File: config.mk
export PLATFORM = sky130hd
export DESIGN_NAME = muldiv_top
export DESIGN_NICKNAME = d
export VERILOG_FILES = /design/src/rtl/muldiv_pkg.sv /design/src/rtl/muldiv_step.sv /design/src/rtl/muldiv_ctrl.sv /design/src/rtl/apb_reg_front.sv /design/src/rtl/result_capture.sv /design/src/rtl/muldiv_top.sv
export SDC_FILE = /design/constraint.sdc
export NUM_CORES = 1
export LEC_CHECK = 0
export ABC_CLOCK_PERIOD_IN_PS = 3200
export CAP_MARGIN = 20
export CORE_UTILIZATION = 50
export CTS_BUF_LIST = sky130_fd_sc_hd__clkbuf_4 sky130_fd_sc_hd__clkbuf_8 sky130_fd_sc_hd__clkbuf_16
export DETAILED_ROUTE_END_ITERATION = 16
export DONT_BUFFER_PORTS = 1
export GPL_ROUTABILITY_DRIVEN = 0
export PLACE_DENSITY = 0.66
export SETUP_SLACK_MARGIN = 0.4
export SYNTH_ARGS = -nofsm -noshare
export SYNTH_HDL_FRONTEND = slang
export SYNTH_HIERARCHICAL = 1
export SYNTH_SLANG_ARGS = --single-unit
File: constraint.sdc
create_clock -name clk -period 3.2 [get_ports clk]
set_clock_uncertainty 0.05 [all_clocks]
set_input_delay 0.64 -clock clk [delete_from_list [all_inputs] [get_ports clk]]
set_output_delay 0.64 -clock clk [all_outputs]
set_load 0.01 [all_outputs]
File: src/rtl/muldiv_pkg.sv
/*
 * Multiply/divide unit shared definitions
 * Word types, operation and state encodings, bus structs, register map
 */

`default_nettype none

package muldiv_pkg;

  // ----------------------------------------------------------------------
  // Widths
  // ----------------------------------------------------------------------

  // Operand width, everything else follows from it
  localparam int unsigned word_bits = 32;

  typedef logic [word_bits-1:0]   word_t;
  // Product, or remainder:quotient pair while dividing
  typedef logic [2*word_bits-1:0] dword_t;
  typedef logic [7:0]             apb_addr_t;
  // Holds 0 to 32
  typedef logic [5:0]             step_count_t;

  // One iteration per operand bit
  localparam step_count_t num_steps = step_count_t'(word_bits);

  // ----------------------------------------------------------------------
  // Encodings
  // ----------------------------------------------------------------------

  // Matches bit 0 of the CTRL register
  typedef enum logic {
    op_mul = 1'b0,
    op_div = 1'b1
  } op_e;

  typedef enum logic [1:0] {
    st_idle   = 2'd0,
    st_calc   = 2'd1,
    st_finish = 2'd2
  } ctrl_state_e;

  // ----------------------------------------------------------------------
  // Front to controller, controller to capture
  // ----------------------------------------------------------------------

  typedef struct packed {
    op_e   op;
    word_t a;
    word_t b;
  } muldiv_req_t;

  // lo is product low or quotient, hi is product high or remainder
  typedef struct packed {
    word_t lo;
    word_t hi;
    logic  div_by_zero;
  } muldiv_rsp_t;

  // ----------------------------------------------------------------------
  // Register map, byte offsets
  // ----------------------------------------------------------------------

  localparam apb_addr_t addr_opa    = 8'h00;
  localparam apb_addr_t addr_opb    = 8'h04;
  localparam apb_addr_t addr_ctrl   = 8'h08;
  localparam apb_addr_t addr_status = 8'h0C;
  localparam apb_addr_t addr_res_lo = 8'h10;
  localparam apb_addr_t addr_res_hi = 8'h14;

endpackage

`default_nettype wire

File: src/rtl/muldiv_step.sv
/*
 * One iteration of shift-add multiply or restoring divide
 */

`timescale 1ns/100ps
`default_nettype none

module muldiv_step (
  input  wire muldiv_pkg::op_e     op,
  input  wire muldiv_pkg::dword_t  acc,
  input  wire muldiv_pkg::word_t   operand,
  // Multiply: current multiplier bit. Divide: previous quotient bit
  input  wire                      lsb_bit,
  output muldiv_pkg::dword_t       next_acc,
  // Multiply: next multiplier bit. Divide: new quotient bit
  output logic                     next_bit
);

  localparam int unsigned w = muldiv_pkg::word_bits;

  // Multiply side
  muldiv_pkg::word_t  addend;
  logic [w:0]         mul_sum;
  muldiv_pkg::dword_t mul_next;

  // Divide side
  logic [w:0]         div_part;
  logic [w:0]         div_diff;
  logic               div_fits;
  muldiv_pkg::word_t  div_rem;
  muldiv_pkg::dword_t div_next;

  // ----------------------------------------------------------------------
  // Multiply, acc is {partial product, remaining multiplier}
  // ----------------------------------------------------------------------

  // Add multiplicand only when the multiplier bit is set
  assign addend   = lsb_bit ? operand : '0;
  assign mul_sum  = {1'b0, acc[2*w-1:w]} + {1'b0, addend};
  // Carry drops into the top, multiplier shifts out the bottom
  assign mul_next = {mul_sum, acc[w-1:1]};

  // ----------------------------------------------------------------------
  // Divide, acc is {partial remainder, remaining dividend}
  // ----------------------------------------------------------------------

  // Remainder after the left shift, one extra bit for overflow
  assign div_part = acc[2*w-1:w-1];
  // No borrow when the divisor fits
  assign div_fits = div_part >= {1'b0, operand};
  assign div_diff = div_part - {1'b0, operand};
  // Restore on borrow
  assign div_rem  = div_fits ? div_diff[w-1:0] : div_part[w-1:0];
  // Previous quotient bit enters at the bottom
  assign div_next = {div_rem, acc[w-2:0], lsb_bit};

  // ----------------------------------------------------------------------
  // Select by operation
  // ----------------------------------------------------------------------

  assign next_acc = (op == muldiv_pkg::op_mul) ? mul_next : div_next;
  assign next_bit = (op == muldiv_pkg::op_mul) ? acc[1] : div_fits;

endmodule

`default_nettype wire

File: src/rtl/muldiv_ctrl.sv
/*
 * Iteration controller for multiply/divide
 * Loads a request, runs one step per clock for 32 clocks, hands the result off
 */

`timescale 1ns/100ps
`default_nettype none

module muldiv_ctrl (
  input  wire                           clk,
  input  wire                           rst_n,
  input  wire                           start,
  input  wire muldiv_pkg::muldiv_req_t  req,
  output logic                          busy,
  output logic                          finish,
  output muldiv_pkg::muldiv_rsp_t       rsp
);

  localparam int unsigned w = muldiv_pkg::word_bits;

  muldiv_pkg::ctrl_state_e state_q;
  muldiv_pkg::step_count_t count_q;
  logic                    load;
  logic                    last_step;

  // Working registers
  muldiv_pkg::dword_t      acc_q;
  muldiv_pkg::word_t       operand_q;
  muldiv_pkg::op_e         op_q;
  // Decision bit carried between steps
  logic                    bit_q;
  logic                    b_zero_q;

  muldiv_pkg::dword_t      next_acc;
  logic                    next_bit;

  assign load      = start & (state_q == muldiv_pkg::st_idle);
  assign last_step = count_q == muldiv_pkg::step_count_t'(muldiv_pkg::num_steps - 1'b1);

  // Covers the start cycle before the FSM leaves idle
  assign busy   = start | (state_q != muldiv_pkg::st_idle);
  assign finish = state_q == muldiv_pkg::st_finish;

  // ----------------------------------------------------------------------
  // FSM
  // ----------------------------------------------------------------------

  always_ff @(posedge clk) begin
    if (!rst_n) begin
      state_q <= muldiv_pkg::st_idle;
      count_q <= '0;
    end else begin
      case (state_q)
        muldiv_pkg::st_idle: begin
          if (start) begin
            state_q <= muldiv_pkg::st_calc;
            count_q <= '0;
          end
        end
        muldiv_pkg::st_calc: begin
          count_q <= count_q + 1'b1;
          if (last_step) begin
            state_q <= muldiv_pkg::st_finish;
          end
        end
        // Single result cycle
        muldiv_pkg::st_finish: state_q <= muldiv_pkg::st_idle;
        default:               state_q <= muldiv_pkg::st_idle;
      endcase
    end
  end

  // ----------------------------------------------------------------------
  // Datapath
  // ----------------------------------------------------------------------

  always_ff @(posedge clk) begin
    if (load) begin
      // Operand a starts in the low half for both operations
      acc_q     <= {{w{1'b0}}, req.a};
      operand_q <= req.b;
      op_q      <= req.op;
      b_zero_q  <= req.b == '0;
      // First multiplier bit, or an empty quotient slot
      bit_q     <= (req.op == muldiv_pkg::op_mul) ? req.a[0] : 1'b0;
    end else if (state_q == muldiv_pkg::st_calc) begin
      acc_q <= next_acc;
      bit_q <= next_bit;
    end
  end

  muldiv_step muldiv_step_inst (
    .op       (op_q),
    .acc      (acc_q),
    .operand  (operand_q),
    .lsb_bit  (bit_q),
    .next_acc (next_acc),
    .next_bit (next_bit)
  );

  // Result split, valid in st_finish
  always_comb begin
    rsp.hi = acc_q[2*w-1:w];
    if (op_q == muldiv_pkg::op_mul) begin
      rsp.lo = acc_q[w-1:0];
    end else begin
      // Last quotient bit is still in bit_q
      rsp.lo = {acc_q[w-2:0], bit_q};
    end
    rsp.div_by_zero = (op_q == muldiv_pkg::op_div) & b_zero_q;
  end

endmodule

`default_nettype wire

File: src/rtl/apb_reg_front.sv
/*
 * APB register front of the multiply/divide unit
 * Holds operands, launches operations, serves status and result reads
 */

`timescale 1ns/100ps
`default_nettype none

module apb_reg_front (
  input  wire                          clk,
  input  wire                          rst_n,
  // APB slave side
  input  wire                          psel,
  input  wire                          penable,
  input  wire                          pwrite,
  input  wire muldiv_pkg::apb_addr_t   paddr,
  input  wire muldiv_pkg::word_t       pwdata,
  output muldiv_pkg::word_t            prdata,
  output logic                         pready,
  output logic                         pslverr,
  // Status and results coming back
  input  wire                          busy,
  input  wire                          done,
  input  wire                          div_by_zero,
  input  wire muldiv_pkg::word_t       res_lo,
  input  wire muldiv_pkg::word_t       res_hi,
  // Launch towards the controller
  output logic                         start,
  output muldiv_pkg::muldiv_req_t      req
);

  // Access phase of a transfer
  logic              access;
  logic              addr_hit;
  // OPA, OPB or CTRL, the registers locked while busy
  logic              locked_addr;
  logic              reject;
  logic              wr_ok;
  muldiv_pkg::word_t opa_q;
  muldiv_pkg::word_t opb_q;

  // ----------------------------------------------------------------------
  // Access decode
  // ----------------------------------------------------------------------

  // No wait states
  assign pready = 1'b1;
  assign access = psel & penable;

  assign locked_addr = (paddr == muldiv_pkg::addr_opa) ||
                       (paddr == muldiv_pkg::addr_opb) ||
                       (paddr == muldiv_pkg::addr_ctrl);

  // Writes into an operation in flight bounce
  assign reject  = pwrite & busy & locked_addr;
  assign pslverr = access & (~addr_hit | reject);
  // Status and result writes land here too, and are simply dropped
  assign wr_ok   = access & pwrite & addr_hit & ~reject;

  // Address hit check and read mux in one place
  always_comb begin
    addr_hit = 1'b1;
    prdata   = '0;
    case (paddr)
      muldiv_pkg::addr_opa:    prdata = opa_q;
      muldiv_pkg::addr_opb:    prdata = opb_q;
      // CTRL reads back as zero
      muldiv_pkg::addr_ctrl:   prdata = '0;
      muldiv_pkg::addr_status: prdata[2:0] = {div_by_zero, done, busy};
      muldiv_pkg::addr_res_lo: prdata = res_lo;
      muldiv_pkg::addr_res_hi: prdata = res_hi;
      default:                 addr_hit = 1'b0;
    endcase
  end

  // ----------------------------------------------------------------------
  // Operand registers and start pulse
  // ----------------------------------------------------------------------

  always_ff @(posedge clk) begin
    if (!rst_n) begin
      opa_q <= '0;
      opb_q <= '0;
      start <= 1'b0;
    end else begin
      // Pulse lasts one cycle
      start <= 1'b0;
      if (wr_ok && paddr == muldiv_pkg::addr_opa) begin
        opa_q <= pwdata;
      end
      if (wr_ok && paddr == muldiv_pkg::addr_opb) begin
        opb_q <= pwdata;
      end
      if (wr_ok && paddr == muldiv_pkg::addr_ctrl) begin
        start <= 1'b1;
      end
    end
  end

  // Request snapshot taken with the CTRL write
  always_ff @(posedge clk) begin
    if (wr_ok && paddr == muldiv_pkg::addr_ctrl) begin
      req.op <= muldiv_pkg::op_e'(pwdata[0]);
      req.a  <= opa_q;
      req.b  <= opb_q;
    end
  end

endmodule

`default_nettype wire

File: src/rtl/result_capture.sv
/*
 * Result capture, holds the last result and the sticky status bits
 */

`timescale 1ns/100ps
`default_nettype none

module result_capture (
  input  wire                           clk,
  input  wire                           rst_n,
  input  wire                           start,
  input  wire                           finish,
  input  wire muldiv_pkg::muldiv_rsp_t  rsp,
  output logic                          done,
  output logic                          div_by_zero,
  output muldiv_pkg::word_t             res_lo,
  output muldiv_pkg::word_t             res_hi
);

  // Status bits
  always_ff @(posedge clk) begin
    if (!rst_n) begin
      done        <= 1'b0;
      div_by_zero <= 1'b0;
    end else if (start) begin
      // New operation clears the flags
      done        <= 1'b0;
      div_by_zero <= 1'b0;
    end else if (finish) begin
      done        <= 1'b1;
      div_by_zero <= rsp.div_by_zero;
    end
  end

  // Result words, kept until the next finish
  always_ff @(posedge clk) begin
    if (!rst_n) begin
      res_lo <= '0;
      res_hi <= '0;
    end else if (finish) begin
      res_lo <= rsp.lo;
      res_hi <= rsp.hi;
    end
  end

endmodule

`default_nettype wire

File: src/rtl/muldiv_top.sv
/*
 * APB multiply/divide unit, top level
 */

`timescale 1ns/100ps
`default_nettype none

module muldiv_top (
  input  wire                         clk,
  input  wire                         rst_n,
  input  wire                         psel,
  input  wire                         penable,
  input  wire                         pwrite,
  input  wire muldiv_pkg::apb_addr_t  paddr,
  input  wire muldiv_pkg::word_t      pwdata,
  output muldiv_pkg::word_t           prdata,
  output logic                        pready,
  output logic                        pslverr
);

  // Front to controller
  logic                    start;
  muldiv_pkg::muldiv_req_t req;
  logic                    busy;

  // Controller to capture
  logic                    finish;
  muldiv_pkg::muldiv_rsp_t rsp;

  // Capture back to front
  logic                    done;
  logic                    div_by_zero;
  muldiv_pkg::word_t       res_lo;
  muldiv_pkg::word_t       res_hi;

  apb_reg_front apb_reg_front_inst (
    .clk         (clk),
    .rst_n       (rst_n),
    .psel        (psel),
    .penable     (penable),
    .pwrite      (pwrite),
    .paddr       (paddr),
    .pwdata      (pwdata),
    .prdata      (prdata),
    .pready      (pready),
    .pslverr     (pslverr),
    .busy        (busy),
    .done        (done),
    .div_by_zero (div_by_zero),
    .res_lo      (res_lo),
    .res_hi      (res_hi),
    .start       (start),
    .req         (req)
  );

  muldiv_ctrl muldiv_ctrl_inst (
    .clk    (clk),
    .rst_n  (rst_n),
    .start  (start),
    .req    (req),
    .busy   (busy),
    .finish (finish),
    .rsp    (rsp)
  );

  result_capture result_capture_inst (
    .clk         (clk),
    .rst_n       (rst_n),
    .start       (start),
    .finish      (finish),
    .rsp         (rsp),
    .done        (done),
    .div_by_zero (div_by_zero),
    .res_lo      (res_lo),
    .res_hi      (res_hi)
  );

endmodule

`default_nettype wire

==> impl_results.md, run 1 <==
* Largest area contributor in the synthesized netlist: edfxtp_1
* Top_reg_cell synth: dfxtp_1
* Synth-to-layout area growth at 16.8%
* Syn Nets at 1,885
* Critical Path Start: muldiv_ctrl_inst/acc_q[31]$_DFFE_PP_
* Top cells by count, synth: nand2_1 (303), dfxtp_1 (171), mux2i_1 (169), edfxtp_1 (132), a21oi_1 (104)
* Min cycle time layout at 3.16 ns
* Ant. Diodes at 0
* Via count at 13,600
* Initial antenna violation count at 0
* WP data arrival at 3.61 ns
* Die W at 190 um
* DP Worst Slack at -0.592 ns
* Fin. max-slew vios at 0
* Multi-input gate area in the final layout at 10,000 um^2
* Hold Crit Class: in -> reg
* Layout Cells excl Fill at 2,341
* F_max at 316 MHz
* Seq/Total Area, Yosys at 41.6%
* Yosys reg bits at 303
* Buffers on Ports at 0
* Synth unique cells at 86
* GR Util All Layers at 26.0%
* Layout Utilization at 59.8%
* Fin crit share at 98.9%
* Hold Path Origin: pwdata[0]
* Critical-path maximum fanout at 5
* IO Pins at 79
* WL met3 at 3340 um
* Drt first pass iters at 5
* Post-synth EDFFs at 132
* Largest net degree at the start of global routing at 165
* Critical Path RT at 3.65 ns
* Outcome: completed
* Ratio of cells with drive above 1 in the final layout at 25.7%
* Pwr dens at 428 nW/um^2
* Initial Util at 51.2%
* Startpoint Class: flip-flop
* Clk_lat worst skew at 0.56 ns
* PnR worst setup slack at 0.0367 ns
* Synth top area share at 22.3%
* Clock Tree Buf Depth at 3
* Die Ht at 190 um
* Cells after Synth at 1,773
* Slew margin rel. at 35.2%
* H-tree lvl count at 1
* Clk sinks at 303
* First-pass GRT wire length at 74,000 um
* Row count at 68
* Reg2Reg Launch Point: muldiv_ctrl_inst/acc_q[31]$_DFFE_PP_
* Final setup viols at 0
* Post-Syn Area at 17,800 um^2
* Final Routed Wirelength at 47,900 um
* Max_cap viols at 0
* Drt wl/cell at 20.5 um
* Antenna Nets Post-Route at 0
* TritonCTS clock tree: done
* Synth top area cells: edfxtp_1 (22%), dfxtp_1 (19%), mux2i_1 (9.5%)
* Clk Tree Root Cell: clkbuf_16
* CP Capture Type: flip-flop
* Die Area at 36,300 um^2
* Ys Warns at 6
* DR iter-0 viols at 950
* CTS buffer count at 29
* Grt ovf at 0
* Top-count cell post-synth: nand2_1
* WL met1 at 21,500 um
* Peak supply drop at 0.553 mV
* WL met2 at 22,100 um
* CTS Hold Buffers Added at 0
* Pin slew with the least headroom to its limit at 0.972 ns
* Detailed Place HPWL at 32,900 um
* Number of global-route vias before repair at 13,400
* Clock transition at path regs at 0.07 ns
* Ys async rst share at 0%
* FF/Latch Area at 7390 um^2
* Max Used Layer: met4
* Nets@finish at 1,976
* Syn Area/Cell at 10.0 um^2
* Drt drc at 0
* Final-layout fill cell count at 2,884
* Vias per inst at 5.82
* Critical path class: reg -> reg
* Core box area at 34,700 um^2
* Leak pwr at 8.50 nW
* RSZ-0062 raised after global routing: yes
* Cells after DPL at 2,248
* Hold Vio Cnt, Final at 0
* WHS at 0.131 ns
## critical path, stage by stage (launching register included)
cell,delay (ns)
edfxtp_1,0.40
inv_2,0.09
ha_4,0.13
buf_6,0.08
inv_2,0.03
fa_2,0.37
a211oi_2,0.25
o21ai_2,0.10
o21a_2,0.26
a211o_1,0.26
a21o_1,0.19
a221oi_2,0.27
xnor2_1,0.18
mux2i_1,0.10
mux2i_1,0.14
nand2_1,0.08
a21oi_2,0.13
## logic make-up (layout without fill, tap and decap cells)
| group | count (synthesis) | after routing | synth area share, % |
|---|---|---|---|
| compound gates | 283 | 284 | 10.5 |
| xor+xnor | 52 | 52 | 2.56 |
| fa+ha+maj | 67 | 67 | 4.80 |
| buf+inv | 192 | 304 | 6.54 |
| flops | 303 | 303 | 41.6 |
| mux | 266 | 266 | 17.5 |
| other cells | 1 | 1 | 0.0211 |
| simple gates | 609 | 609 | 16.5 |
## registers in the layout (all words and copies together), names as in the netlist
register,cells
apb_reg_front_inst/req,65
muldiv_ctrl_inst/acc_q,64
apb_reg_front_inst/opa_q,32
apb_reg_front_inst/opb_q,32
muldiv_ctrl_inst/operand_q,32
result_capture_inst/res_hi,32
result_capture_inst/res_lo,32
muldiv_ctrl_inst/count_q,6
muldiv_ctrl_inst/state_q,2
apb_reg_front_inst/start,1
muldiv_ctrl_inst/b_zero_q,1
muldiv_ctrl_inst/bit_q,1
muldiv_ctrl_inst/op_q,1
result_capture_inst/div_by_zero,1
result_capture_inst/done,1
## cell type report
cell class / instances / area share, %
inverter: 54 / 1.00
timing repair buffer: 197 / 7.89
clock inverter: 19 / 0.742
clock buffer: 34 / 3.71
multi-input combinational: 1279 / 48.3
tap: 455 / 2.74
sequential: 303 / 35.6
## report_power, final
group / switching (mW) / total [mW] / internal [mW] / leakage (nW)
registers: 0.0196 / 4.04 / 4.02 / 2.82
clock network: 1.50 / 3.38 / 1.88 / 0.458
logic: 0.721 / 1.46 / 0.740 / 5.22
total: 2.24 / 8.88 / 6.64 / 8.50
## placed cells by master, fill, tap and decap left out, types with 44 or more instances in the layout
cell / count
edfxtp_1: 132
inv_1: 47
a21oi_1: 85
dfxtp_1: 171
mux2_2: 68
nor2_1: 57
nor2b_1: 68
ha_1: 44
nand2_1: 301
buf_4: 174
mux2i_1: 166
## path summary, 6_finish.rpt
kind	slack, ns	cells past startpoint	to
setup / recovery	0.04	16	muldiv_ctrl_inst/acc_q[48]$_SDFFE_PP0P_
hold / removal	0.13	0	apb_reg_front_inst/req[64]$_DFFE_PP_
setup reg to reg	0.04	16	muldiv_ctrl_inst/acc_q[48]$_SDFFE_PP0P_
hold reg to reg	0.41	0	apb_reg_front_inst/req[52]$_DFFE_PP_
## through the flow
stage          area [um^2]  TNS, ns  total power [mW]
5_1_grt              20800   -0.301              9.17
4_1_cts              20400        0              8.79
3_3_place_gp         18700   -10.57              5.28
6_report             20800        0              8.88
2_1_floorplan        17900        0              4.98
3_5_place_dp         18700   -13.22              5.30
## routing by layer
layer / GRT usage [%] / vias to the layer above
met4: 5.85 / 0
li1: - / 6470
met3: 3.92 / 70
met1: 36.7 / 6638
met2: 41.8 / 458
met5: 0 / -
## timing repair
| action | CTS | global route |
|---|---|---|
| resized for setup | 91 | 54 |
| pin swaps | 53 | 31 |
| gates cloned | 2 | 0 |
| hold endpoints to repair | 0 | 0 |
| setup buffers | 31 | 7 |
| endpoints found under the setup margin | 33 | 33 |
No activity file was read; power rests on OpenSTA's default activity.
==> run 2, diff against run 1 <==
Settings changed: CORE_MARGIN set to 4.
==> impl_results.md, run 2 (same netlist as run 1, synthesis figures left out) <==
* Outcome: completed
* Initial antenna violation count at 2
* Pin slew with the least headroom to its limit at 0.862 ns
* Ratio of cells with drive above 1 in the final layout at 22.4%
* Hold Crit Class: in -> reg
* Fin crit share at 97.9%
* Final instance area at 20,100 um^2
* Area post-placement at 18,400 um^2
* Number of global-route vias before repair at 13,000
* Max_cap viols at 0
* Layout Utilization at 57.9%
* Vias per inst at 5.80
* Die Ht at 196 um
* WP data arrival at 3.48 ns
* Clk sinks at 303
* H-tree lvl count at 1
* Core box area at 34,800 um^2
* Clk Tree Root Cell: clkbuf_16
* IO Pins at 79
* Clock Tree Buf Depth at 3
* Buffers on Ports at 0
* Synth-to-layout area growth at 13.4%
* Via count at 13,300
* First-pass GRT wire length at 73,500 um
* Startpoint Class: flip-flop
* CTS Hold Buffers Added at 0
* Die W at 196 um
* Leading cell types in the layout, fill and taps excluded: nand2_1 (301), dfxtp_1 (171), mux2i_1 (168), edfxtp_1 (132), buf_4 (124)
* Min cycle time layout at 3.13 ns
* Antenna Nets Post-Route at 0
* Critical-path maximum fanout at 4
* Detailed Place HPWL at 32,500 um
* Pwr dens at 441 nW/um^2
* PnR worst setup slack at 0.0681 ns
* Layout Cells excl Fill at 2,289
* Clk_lat worst skew at 0.55 ns
* Power, Total at 8.87 mW
* Top reg by flops: apb_reg_front_inst/req
* Initial Util at 51.0%
* Slew margin rel. at 42.5%
* Hold Vio Cnt, Final at 0
* TritonCTS clock tree: done
* Peak supply drop at 0.767 mV
* Fin. max-slew vios at 0
* F_max at 319 MHz
* Final Routed Wirelength at 46,800 um
* RSZ-0062 raised after global routing: yes
* Drt drc at 0
* Nets@finish at 1,923
* Row count at 68
* DP Worst Slack at 0.00463 ns
* Cells after DPL at 2,204
* Critical Path RT at 3.54 ns
* DR iter-0 viols at 1,049
* Drt first pass iters at 5
* CTS buffer count at 29
* Most common cell after layout, fill and taps aside: nand2_1
* CP Capture Type: flip-flop
* Clock transition at path regs at 0.06 ns
* Drt wl/cell at 20.5 um
* Leak pwr at 8.20 nW
* Top Registers: apb_reg_front_inst/req (65), muldiv_ctrl_inst/acc_q (64)
* GR Util All Layers at 23.6%
* Final setup viols at 0
* Grt ovf at 0
* Largest net degree at the start of global routing at 165
* Max reg flops at 65
* Critical path class: reg -> reg
* R2r setup slk at 0.07 ns
* Die Area at 38,600 um^2
[run 2: stage by stage]
stage / TNS (ns) / hold WS (ns)
CTS: 0 / 0.111
global placement: 0 / 0.386
global route: -0.877 / 0.109
floorplan: 0 / 0.367
finish: 0 / 0.134
detailed placement: 0 / 0.385
[run 2: worst max-delay path: stages, from the launching register on]
cell      delay, ns
edfxtp_1       0.39
inv_2          0.09
ha_4           0.14
inv_2          0.04
fa_2           0.35
a211oi_2       0.27
o21ai_1        0.13
o21a_2         0.23
buf_4          0.14
a21bo_4        0.21
o22ai_4        0.14
o21ai_2        0.10
a31oi_1        0.20
xnor2_1        0.12
o31a_1         0.25
nand2_1        0.06
a21oi_1        0.06
[run 2: what timing repair did]
action,CTS,global route
resized for setup,78,28
pin swaps,50,21
gates cloned,2,0
buffers inserted,24,5
setup endpoints to repair,33,33
[run 2: layout make-up]
class	instances	area, um^2
Timing Repair Buffer	145	1250
Sequential cell	303	7390
Clock inverter	13	78.8
Clock buffer	40	876
Inverter	54	208
Multi-Input combinational cell	1278	9770
Tap cell	455	569
Fill cell	2858	14700
Antenna cell	1	2.50
[run 2: where the power goes]
part,internal (mW),total [mW],leakage (nW),switching [mW]
Combinational,0.732,1.43,4.89,0.695
Clock,1.91,3.40,0.485,1.49
Sequential,4.02,4.05,2.82,0.0252
Total,6.67,8.87,8.20,2.21
[run 2: final timing paths]
path | startpoint | depth (start not counted) | endpoint
max | muldiv_ctrl_inst/acc_q[31]$_DFFE_PP_ | 16 | muldiv_ctrl_inst/acc_q[62]$_SDFFE_PP0P_
min | pwdata[0] | 0 | apb_reg_front_inst/req[64]$_DFFE_PP_
min reg2reg | apb_reg_front_inst/req[27]$_DFFE_PP_ | 0 | muldiv_ctrl_inst/operand_q[27]$_DFFE_PP_
max reg2reg | muldiv_ctrl_inst/acc_q[31]$_DFFE_PP_ | 16 | muldiv_ctrl_inst/acc_q[62]$_SDFFE_PP0P_
[run 2: metal layers]
metal	up-vias	track usage [%]	share of wire (%)
met5	-	0	0.028
met4	2	3.83	1.2
met3	41	4.29	7.9
met2	433	37.5	45
met1	6436	34.6	46
li1	6371	-	-
